===== src/retire_pkg.sv =====
package retire_pkg;

    // Default core sizes, overridden only through retire_top
    localparam int DEF_NUM_ARCH_REGS = 16;
    localparam int DEF_NUM_PHYS_REGS = 32;
    localparam int DEF_ROB_DEPTH     = 8;

    // Reorder queue entry life cycle
    typedef enum logic [1:0] {
        entry_free = 2'd0, // Slot empty
        entry_busy = 2'd1, // Dispatched, waiting for completion
        entry_done = 2'd2  // Completed, waiting to commit
    } entry_state_e;

    // APB slave, one wait state per access
    typedef enum logic {
        apb_idle = 1'b0,
        apb_wait = 1'b1
    } apb_state_e;

    // APB read map
    // Addresses below NUM_ARCH_REGS return the committed mapping of that register
    localparam int ADDR_FREE_COUNT    = 32;
    localparam int ADDR_RETIRED_COUNT = 33;

endpackage


===== src/apb_readback.sv =====
module apb_readback #(
    parameter int NUM_ARCH_REGS = retire_pkg::DEF_NUM_ARCH_REGS,
    parameter int NUM_PHYS_REGS = retire_pkg::DEF_NUM_PHYS_REGS
) (
    input  logic                                             clk,
    input  logic                                             rst,

    // APB3 slave
    input  logic                                             psel,
    input  logic                                             penable,
    input  logic                                             pwrite,
    input  logic [7:0]                                       paddr,
    input  logic [31:0]                                      pwdata, // Read-only bus, data dropped
    output logic [31:0]                                      prdata,
    output logic                                             pready,
    output logic                                             pslverr,

    // Sources of read data
    output logic [$clog2(NUM_ARCH_REGS)-1:0]                 map_rd_arch,
    input  logic [$clog2(NUM_PHYS_REGS)-1:0]                 map_rd_phys,
    input  logic [$clog2(NUM_PHYS_REGS-NUM_ARCH_REGS+1)-1:0] free_count,
    input  logic [31:0]                                      retired_count
);

    import retire_pkg::*;

    localparam int AW = $clog2(NUM_ARCH_REGS);

    apb_state_e  state;
    logic        access;
    logic [31:0] rd_value;
    logic        rd_err;

    assign access      = psel && penable;
    assign map_rd_arch = paddr[AW-1:0];

    // Address decode
    always_comb begin
        rd_value = '0;
        rd_err   = 1'b0;
        if (pwrite) begin
            rd_err = 1'b1;
        end else if (int'(paddr) < NUM_ARCH_REGS) begin
            rd_value = 32'(map_rd_phys);
        end else if (int'(paddr) == ADDR_FREE_COUNT) begin
            rd_value = 32'(free_count);
        end else if (int'(paddr) == ADDR_RETIRED_COUNT) begin
            rd_value = retired_count;
        end else begin
            rd_err = 1'b1; // Unmapped
        end
    end

    always_ff @(posedge clk) begin
        if (rst) begin
            state   <= apb_idle;
            pready  <= 1'b0;
            pslverr <= 1'b0;
        end else begin
            case (state)
                apb_idle: begin
                    if (access) begin // First access cycle is the wait state
                        state   <= apb_wait;
                        pready  <= 1'b1;
                        pslverr <= rd_err;
                    end
                end
                apb_wait: begin
                    state   <= apb_idle;
                    pready  <= 1'b0;
                    pslverr <= 1'b0;
                end
                default: state <= apb_idle;
            endcase
        end
    end

    always_ff @(posedge clk) begin
        if (state == apb_idle && access) begin
            prdata <= rd_value;
        end
    end

endmodule


===== src/free_list.sv =====
module free_list #(
    parameter int NUM_ARCH_REGS = retire_pkg::DEF_NUM_ARCH_REGS,
    parameter int NUM_PHYS_REGS = retire_pkg::DEF_NUM_PHYS_REGS
) (
    input  logic                                             clk,
    input  logic                                             rst,

    // Pop side, dispatch handshake
    input  logic                                             alloc,
    output logic                                             free_empty,
    output logic [$clog2(NUM_PHYS_REGS)-1:0]                 head_phys,

    // Push side, displaced mappings
    input  logic                                             release_valid,
    input  logic [$clog2(NUM_PHYS_REGS)-1:0]                 release_phys,

    output logic [$clog2(NUM_PHYS_REGS-NUM_ARCH_REGS+1)-1:0] free_count
);

    localparam int NUM_FREE = NUM_PHYS_REGS - NUM_ARCH_REGS;
    localparam int PW       = $clog2(NUM_PHYS_REGS);
    localparam int IW       = $clog2(NUM_FREE);
    localparam int FW       = $clog2(NUM_FREE + 1);

    logic [PW-1:0] free_mem [NUM_FREE];
    logic [IW-1:0] rd_ptr;
    logic [IW-1:0] wr_ptr;
    logic [FW-1:0] count;

    function automatic logic [IW-1:0] next_idx(input logic [IW-1:0] idx);
        next_idx = (idx == IW'(NUM_FREE - 1)) ? '0 : idx + 1'b1;
    endfunction

    always_ff @(posedge clk) begin
        if (rst) begin
            // Starts full with every non-architectural register
            for (int i = 0; i < NUM_FREE; i++) begin
                free_mem[i] <= PW'(NUM_ARCH_REGS + i);
            end
            rd_ptr <= '0;
            wr_ptr <= '0; // Wrapped, list is full
            count  <= FW'(NUM_FREE);
        end else begin
            if (alloc) begin
                rd_ptr <= next_idx(rd_ptr);
            end

            // Cannot overflow, free plus in-flight is constant
            if (release_valid) begin
                free_mem[wr_ptr] <= release_phys;
                wr_ptr           <= next_idx(wr_ptr);
            end

            case ({alloc, release_valid})
                2'b10:   count <= count - 1'b1;
                2'b01:   count <= count + 1'b1;
                default: count <= count;
            endcase
        end
    end

    assign free_empty = (count == '0);
    assign head_phys  = free_mem[rd_ptr]; // Next register handed out
    assign free_count = count;

endmodule


===== src/retire_top.sv =====
module retire_top #(
    parameter int NUM_ARCH_REGS = retire_pkg::DEF_NUM_ARCH_REGS,
    parameter int NUM_PHYS_REGS = retire_pkg::DEF_NUM_PHYS_REGS,
    parameter int ROB_DEPTH     = retire_pkg::DEF_ROB_DEPTH
) (
    input  logic                             clk,
    input  logic                             rst,

    input  logic                             dispatch_valid,
    input  logic [$clog2(NUM_ARCH_REGS)-1:0] dispatch_arch,
    output logic                             dispatch_ready,
    output logic [$clog2(NUM_PHYS_REGS)-1:0] dispatch_phys,
    output logic [$clog2(ROB_DEPTH)-1:0]     dispatch_tag,

    input  logic                             complete_valid,
    input  logic [$clog2(ROB_DEPTH)-1:0]     complete_tag,

    input  logic                             psel,
    input  logic                             penable,
    input  logic                             pwrite,
    input  logic [7:0]                       paddr,
    input  logic [31:0]                      pwdata,
    output logic [31:0]                      prdata,
    output logic                             pready,
    output logic                             pslverr
);

    localparam int AW = $clog2(NUM_ARCH_REGS);
    localparam int PW = $clog2(NUM_PHYS_REGS);
    localparam int FW = $clog2(NUM_PHYS_REGS - NUM_ARCH_REGS + 1);

    logic          free_empty;
    logic [PW-1:0] head_phys;
    logic          alloc;
    logic          commit_valid;
    logic [AW-1:0] commit_arch;
    logic [PW-1:0] commit_phys;
    logic          release_valid;
    logic [PW-1:0] release_phys;
    logic [AW-1:0] map_rd_arch;
    logic [PW-1:0] map_rd_phys;
    logic [FW-1:0] free_count;
    logic [31:0]   retired_count;

    assign dispatch_phys = head_phys; // Free list head goes out with the handshake

    rob_queue #(
        .NUM_ARCH_REGS (NUM_ARCH_REGS),
        .NUM_PHYS_REGS (NUM_PHYS_REGS),
        .ROB_DEPTH     (ROB_DEPTH)
    ) u_rob (
        .clk            (clk),
        .rst            (rst),
        .dispatch_valid (dispatch_valid),
        .dispatch_arch  (dispatch_arch),
        .dispatch_ready (dispatch_ready),
        .dispatch_tag   (dispatch_tag),
        .complete_valid (complete_valid),
        .complete_tag   (complete_tag),
        .free_empty     (free_empty),
        .head_phys      (head_phys),
        .alloc          (alloc),
        .commit_valid   (commit_valid),
        .commit_arch    (commit_arch),
        .commit_phys    (commit_phys),
        .retired_count  (retired_count)
    );

    rrat #(
        .NUM_ARCH_REGS (NUM_ARCH_REGS),
        .NUM_PHYS_REGS (NUM_PHYS_REGS)
    ) u_rrat (
        .clk           (clk),
        .rst           (rst),
        .commit_valid  (commit_valid),
        .commit_arch   (commit_arch),
        .commit_phys   (commit_phys),
        .release_valid (release_valid),
        .release_phys  (release_phys),
        .map_rd_arch   (map_rd_arch),
        .map_rd_phys   (map_rd_phys)
    );

    free_list #(
        .NUM_ARCH_REGS (NUM_ARCH_REGS),
        .NUM_PHYS_REGS (NUM_PHYS_REGS)
    ) u_free (
        .clk           (clk),
        .rst           (rst),
        .alloc         (alloc),
        .free_empty    (free_empty),
        .head_phys     (head_phys),
        .release_valid (release_valid),
        .release_phys  (release_phys),
        .free_count    (free_count)
    );

    apb_readback #(
        .NUM_ARCH_REGS (NUM_ARCH_REGS),
        .NUM_PHYS_REGS (NUM_PHYS_REGS)
    ) u_apb (
        .clk           (clk),
        .rst           (rst),
        .psel          (psel),
        .penable       (penable),
        .pwrite        (pwrite),
        .paddr         (paddr),
        .pwdata        (pwdata),
        .prdata        (prdata),
        .pready        (pready),
        .pslverr       (pslverr),
        .map_rd_arch   (map_rd_arch),
        .map_rd_phys   (map_rd_phys),
        .free_count    (free_count),
        .retired_count (retired_count)
    );

endmodule


===== src/rob_queue.sv =====
module rob_queue #(
    parameter int NUM_ARCH_REGS = retire_pkg::DEF_NUM_ARCH_REGS,
    parameter int NUM_PHYS_REGS = retire_pkg::DEF_NUM_PHYS_REGS,
    parameter int ROB_DEPTH     = retire_pkg::DEF_ROB_DEPTH
) (
    input  logic                             clk,
    input  logic                             rst,

    // Dispatch port
    input  logic                             dispatch_valid,
    input  logic [$clog2(NUM_ARCH_REGS)-1:0] dispatch_arch,
    output logic                             dispatch_ready,
    output logic [$clog2(ROB_DEPTH)-1:0]     dispatch_tag,

    // Completion port
    input  logic                             complete_valid,
    input  logic [$clog2(ROB_DEPTH)-1:0]     complete_tag,

    // Free list side
    input  logic                             free_empty,
    input  logic [$clog2(NUM_PHYS_REGS)-1:0] head_phys,
    output logic                             alloc,

    // Commit pulse towards the alias table
    output logic                             commit_valid,
    output logic [$clog2(NUM_ARCH_REGS)-1:0] commit_arch,
    output logic [$clog2(NUM_PHYS_REGS)-1:0] commit_phys,

    output logic [31:0]                      retired_count
);

    import retire_pkg::*;

    localparam int AW = $clog2(NUM_ARCH_REGS);
    localparam int PW = $clog2(NUM_PHYS_REGS);
    localparam int TW = $clog2(ROB_DEPTH);
    localparam int CW = $clog2(ROB_DEPTH + 1);

    entry_state_e    entry_state [ROB_DEPTH];
    logic [AW-1:0]   entry_arch  [ROB_DEPTH];
    logic [PW-1:0]   entry_phys  [ROB_DEPTH];

    logic [TW-1:0]   head;
    logic [TW-1:0]   tail;
    logic [CW-1:0]   count;
    logic            full;
    logic            do_commit;

    // Circular pointer advance, depth need not be a power of two
    function automatic logic [TW-1:0] next_ptr(input logic [TW-1:0] ptr);
        next_ptr = (ptr == TW'(ROB_DEPTH - 1)) ? '0 : ptr + 1'b1;
    endfunction

    assign full           = (count == CW'(ROB_DEPTH));
    assign dispatch_ready = !full && !free_empty;
    assign alloc          = dispatch_valid && dispatch_ready; // Pops the free list
    assign dispatch_tag   = tail;

    // Head slot reads free when the queue is empty
    assign do_commit = (entry_state[head] == entry_done);

    always_ff @(posedge clk) begin
        if (rst) begin
            for (int i = 0; i < ROB_DEPTH; i++) begin
                entry_state[i] <= entry_free;
            end
            head          <= '0;
            tail          <= '0;
            count         <= '0;
            commit_valid  <= 1'b0;
            retired_count <= '0;
        end else begin
            // Late or duplicate completions leave the entry alone
            if (complete_valid && entry_state[complete_tag] == entry_busy) begin
                entry_state[complete_tag] <= entry_done;
            end

            if (alloc) begin
                entry_state[tail] <= entry_busy;
                tail              <= next_ptr(tail);
            end

            if (do_commit) begin
                entry_state[head] <= entry_free;
                head              <= next_ptr(head);
                retired_count     <= retired_count + 32'd1;
            end

            commit_valid <= do_commit; // One cycle pulse

            case ({alloc, do_commit})
                2'b10:   count <= count + 1'b1;
                2'b01:   count <= count - 1'b1;
                default: count <= count;      // Both or neither
            endcase
        end
    end

    // Entry payload and commit data
    always_ff @(posedge clk) begin
        if (alloc) begin
            entry_arch[tail] <= dispatch_arch;
            entry_phys[tail] <= head_phys;
        end
        if (do_commit) begin
            commit_arch <= entry_arch[head];
            commit_phys <= entry_phys[head];
        end
    end

endmodule


===== src/rrat.sv =====
module rrat #(
    parameter int NUM_ARCH_REGS = retire_pkg::DEF_NUM_ARCH_REGS,
    parameter int NUM_PHYS_REGS = retire_pkg::DEF_NUM_PHYS_REGS
) (
    input  logic                             clk,
    input  logic                             rst,

    // Commit pulse from the reorder queue
    input  logic                             commit_valid,
    input  logic [$clog2(NUM_ARCH_REGS)-1:0] commit_arch,
    input  logic [$clog2(NUM_PHYS_REGS)-1:0] commit_phys,

    // Displaced mapping back to the free list
    output logic                             release_valid,
    output logic [$clog2(NUM_PHYS_REGS)-1:0] release_phys,

    // Bus read port
    input  logic [$clog2(NUM_ARCH_REGS)-1:0] map_rd_arch,
    output logic [$clog2(NUM_PHYS_REGS)-1:0] map_rd_phys
);

    localparam int PW = $clog2(NUM_PHYS_REGS);

    // Committed architectural to physical mapping
    logic [PW-1:0] rrat_table [NUM_ARCH_REGS];

    always_ff @(posedge clk) begin
        if (rst) begin
            for (int i = 0; i < NUM_ARCH_REGS; i++) begin
                rrat_table[i] <= PW'(i); // Identity mapping
            end
            release_valid <= 1'b0;
        end else begin
            if (commit_valid) begin
                rrat_table[commit_arch] <= commit_phys;
            end
            release_valid <= commit_valid;
        end
    end

    // Old mapping is read before the table write lands
    always_ff @(posedge clk) begin
        if (commit_valid) begin
            release_phys <= rrat_table[commit_arch];
        end
    end

    assign map_rd_phys = rrat_table[map_rd_arch];

endmodule

===== config.mk =====
export PLATFORM = sky130hd
export DESIGN_NAME = retire_top
export DESIGN_NICKNAME = d
export VERILOG_FILES = /design/src/retire_pkg.sv /design/src/apb_readback.sv /design/src/free_list.sv /design/src/retire_top.sv /design/src/rob_queue.sv /design/src/rrat.sv
export SDC_FILE = /design/constraint.sdc
export NUM_CORES = 1
export LEC_CHECK = 0
export BUFFER_PORTS_ARGS = -buffer_cell sky130_fd_sc_hd__buf_2
export CORE_ASPECT_RATIO = 1.1
export CORE_MARGIN = 5
export CORE_UTILIZATION = 60
export CTS_BUF_LIST = sky130_fd_sc_hd__clkbuf_8 sky130_fd_sc_hd__clkbuf_16
export CTS_CLUSTER_DIAMETER = 30
export CTS_CLUSTER_SIZE = 20
export DETAILED_ROUTE_END_ITERATION = 12
export GPL_ROUTABILITY_DRIVEN = 0
export PLACE_DENSITY = 0.77
export SLEW_MARGIN = 20
export SYNTH_ARGS = -nofsm -noshare
export SYNTH_HDL_FRONTEND = slang
export SYNTH_SLANG_ARGS = --single-unit

===== constraint.sdc =====
create_clock -name clk -period 3.27 [get_ports clk]
set_clock_uncertainty 0.15 [all_clocks]
set_input_delay 0.654 -clock clk [delete_from_list [all_inputs] [get_ports clk]]
set_output_delay 0.654 -clock clk [all_outputs]
set_load 0.005 [all_outputs]

==> results.yml <==
synth:
  post_synth_main_area_contributors: "sky130_fd_sc_hd__edfxtp_1 (50%), sky130_fd_sc_hd__mux4_2 (10%), sky130_fd_sc_hd__dfxtp_1 (10%)"
  synth_area_leader_cell: "sky130_fd_sc_hd__edfxtp_1"
  count_of_flip_flops_with_a_built_in_enable_after_synthesis: 278
  largest_family_of_logic_cells_by_synthesized_area: "simple AND/OR/NAND/NOR gates"
  postSynthRegisterBits: 361
  synth_xor_area_frac: 0.00682
  post_synth.cell_area_avg_sq_um: 13.1
  ys_async_sr_fraction: 0
  synthAdderAreaFrac: 0.0139
  ys.warnings.count: 0
  most_instantiated_flip_flop_cell_in_the_synthesis_netlist: "sky130_fd_sc_hd__edfxtp_1"
  mappedNetlistArea_sq_um: 16700
  synth_top_area_frac: 0.500
  synth_sequential_area_ratio: 0.600
  area_fraction_in_and_or_nand_and_nor_cells_after_synthesis: 0.163
  netlist-cell-type-count: 63
  yosys.cell_count.top_type: "sky130_fd_sc_hd__edfxtp_1"
  synth_compound_area_frac: 0.0664
  synth.mux.area_fraction: 0.127
  synthesis.nets: 1342
  netlist_instances: 1270
  synthTopCellsByCount: "sky130_fd_sc_hd__edfxtp_1 (278), sky130_fd_sc_hd__nand2_1 (87), sky130_fd_sc_hd__dfxtp_1 (83)"
power_and_ir_drop:
  switching_share: 0.234
  leakage_nw: 6.47
  ir_worst_vdd_v: 0.000528
  combPwrFrac: 0.063
  power.switching_mw: 2.76
  power_frac_clock: 0.498
  p_int_mw: 9.03
  power_per_unit_of_standard_cell_area_nw_per_um2: 606
  share_of_power_burned_in_registers: 0.439
grt:
  globalRoute.totalOverflow: 0
  first_global_vias: 10900
  grt_first_pass_wirelength_mm: 58.5
  grt_max_degree: 44
  number_of_antenna_violations_at_the_first_check_in_global_routing: 3
  gr-usage-all-layers: 0.236
timing:
  final.period_utilization: 0.976
  finalWorstSetupSlack_ns: 0.0790
  rsz_0062_raised_after_global_routing: "no"
  final.setup.tns_ns: 0
  tightest_slew_margin_relative_to_the_limit: 0.415
  fmaxAchievable_ghz: 0.313
  finalWorstPathRequiredPeriod_ns: 3.19
  timing_worst_slew_pin_value_ns: 0.878
  final_max_slew_viol_count: 0
  finalSetupViolations: 0
  report.final.hold_viol_count: 0
setup_path:
  setup.worst_path.end_class: "output port"
  worst-path-buf-inv: 2
  worstReg2RegStart: "u_rob.entry_state[0][0]$_SDFFE_PP0P_"
  critical_path.max_stage_delay_ns: 0.56
  critical-path-top-cell-by-count: "sky130_fd_sc_hd__mux4_2"
  timing.critical_path.arrival_ns: 2.39
  worst_ep_required_time_ns: 2.47
  setup.worst_path.class: "reg2out"
  worstPathCellList: "buf_12, mux4_2, mux4_2, buf_2"
  startpoint_type: "flip-flop"
  path_delay_family: "multiplexers"
  worst_path_max_delay_cell: "sky130_fd_sc_hd__mux4_2"
  critical_path_peak_fanout: 20
flow_run:
  cap_viol_max_count: 0
floorplanning:
  height_of_the_die_um: 185
  floorplan.die_area_sq_um: 31300
  ioPinCount: 97
  floorplan.die.width_um: 169
  fp-row-count: 64
  initial_utilization: 0.604
  core_outline_area_sq_um: 27600
detailed_routing:
  drcViolationCount: 0
  highest_layer: "met5"
  met3_length_mm: 2.66
  viasPerCell: 6.20
  m1WireLength_mm: 14.6
  wl_met2_mm: 18.5
  first_pass_iters: 6
  vias: 11000
  wl_mm: 36.7
  antenna_left: 0
  wire_per_inst_um: 20.7
  initial_drc_count: 865
cts:
  cts-buffers-inserted: 55
  number_of_resized_instances_in_the_post_cts_repair_step: 0
  h-tree-depth: 2
  cts_root_buf: "sky130_fd_sc_hd__clkbuf_16"
  clk_latency_ns: 0.56
  clockBufferDepth: 3
  tritoncts: "done"
  clock_sink_count: 361
  path_clk_slew_ns: 0.06
finish:
  postLayoutCoreUtil: 0.704
  drive_gt1_frac: 0.262
  final_stage_net_count: 1429
  flow.area_growth_from_synthesis_pct: 16.6
placement:
  io_buffers: 64
  dp.final_hpwl_mm: 24.0
  detailedPlace.worstSlack_ns: 0.304
hold_path:
  min-delay-path-class: "in2reg"
  hp-start: "dispatch_arch[0]"
run_status:
  status: "finished clean"
==> power by group through the flow <==
stage | logic [mW] | registers, mW | clock network (mW)
floorplan | 0.492 | 5.23 | 0
global placement | 0.705 | 5.26 | 0
detailed placement | 0.724 | 5.27 | 0
CTS | 0.745 | 5.18 | 5.94
global route | 0.807 | 5.19 | 6.17
finish | 0.741 | 5.18 | 5.87
==> logic make-up (layout without fill, tap and decap cells) <==
logic type	count (synthesis)	after routing
XOR/XNOR	13	13
other	0	1
adder cells (fa/ha/maj)	18	18
AO/OA/AOI/OAI	174	174
flip-flops	361	361
AND/OR/NAND/NOR	485	485
multiplexers	117	117
buffers and inverters	102	236
==> metal layers <==
metal	global-route usage	vias to the layer above
met5	0	-
met4	0.0667	4
met1	0.308	5417
li1	-	5042
met2	0.412	415
met3	0.0427	83
==> worst reg2reg max path, cell delays in order, from the launching register on <==
cell and delay (ns):
sky130_fd_sc_hd__dfxtp_1 0.33, sky130_fd_sc_hd__nand2b_1 0.16, sky130_fd_sc_hd__mux4_2 0.53, sky130_fd_sc_hd__mux2_2 0.31
sky130_fd_sc_hd__clkinv_1 0.18, sky130_fd_sc_hd__ha_1 0.30, sky130_fd_sc_hd__xor2_1 0.19, sky130_fd_sc_hd__ha_1 0.17
sky130_fd_sc_hd__a21oi_1 0.05, sky130_fd_sc_hd__xor2_1 0.16, sky130_fd_sc_hd__or3_1 0.31, sky130_fd_sc_hd__a21oi_1 0.13
==> sequential cells by signal, summed over array words and instances (netlist names), 5 cells and up, named ones only <==
register	count
u_free.free_mem	80
u_rrat.rrat_table	80
u_rob.entry_phys	40
u_apb.prdata	32
u_rob.entry_arch	32
u_rob.retired_count	32
u_rob.entry_state	16
u_free.free_count	5
u_rob.commit_phys	5
u_rrat.release_phys	5
==> per-stage QoR <==
stage / total power [mW] / hold WS, ns / cell area (sq um) / cells
floorplan: 5.72 / 0.294 / 16700 / 1270
global placement: 5.97 / 0.310 / 17500 / 1658
detailed placement: 5.99 / 0.328 / 17500 / 1658
CTS: 11.9 / 0.195 / 19500 / 1767
global route: 12.2 / 0.203 / 19500 / 1768
finish: 11.8 / 0.209 / 19500 / 1768
==> placed cells by master, fill, tap and decap left out, types with 21 or more instances in the layout <==
cell                        count
sky130_fd_sc_hd__mux4_2        74
sky130_fd_sc_hd__mux2i_1       30
sky130_fd_sc_hd__or3_1         50
sky130_fd_sc_hd__a21oi_1       57
sky130_fd_sc_hd__and3_1        35
sky130_fd_sc_hd__nand2b_1      21
sky130_fd_sc_hd__or2_2         53
sky130_fd_sc_hd__and2_1        76
sky130_fd_sc_hd__clkbuf_16     56
sky130_fd_sc_hd__nand3_1       25
sky130_fd_sc_hd__dfxtp_1       82
sky130_fd_sc_hd__buf_2         64
sky130_fd_sc_hd__o21ai_0       42
sky130_fd_sc_hd__buf_4         55
sky130_fd_sc_hd__nor2_1        48
sky130_fd_sc_hd__nand2_1       87
sky130_fd_sc_hd__edfxtp_1     278
==> layout make-up <==
| class | instances | area [sq um] |
|---|---|---|
| Timing Repair Buffer | 120 | 753 |
| Fill cell | 1808 | 8170 |
| Clock buffer | 56 | 1400 |
| Multi-Input combinational cell | 807 | 6300 |
| Tap cell | 363 | 454 |
| Inverter | 12 | 45.0 |
| Sequential cell | 361 | 10000 |
| Antenna cell | 1 | 2.50 |
| Clock inverter | 48 | 497 |
==> final timing paths <==
path         slack [ns]  cells past startpoint                              endpoint
max                0.08                      4                      dispatch_phys[2]
min                0.21                      1      u_rob.entry_arch[0][0]$_DFFE_PP_
max reg2reg        0.25                     11           u_rob.count[2]$_SDFFE_PP0P_
min reg2reg        0.34                      2  u_rob.retired_count[31]$_SDFFE_PP0N_
==> timing repair <==
action | in CTS | in global routing
buffers inserted | 5 | 0
endpoints found under the hold margin | 0 | 0
hold buffers | 0 | 0
endpoints found under the setup margin | 5 | 0
(Power assumes the default switching activity.)
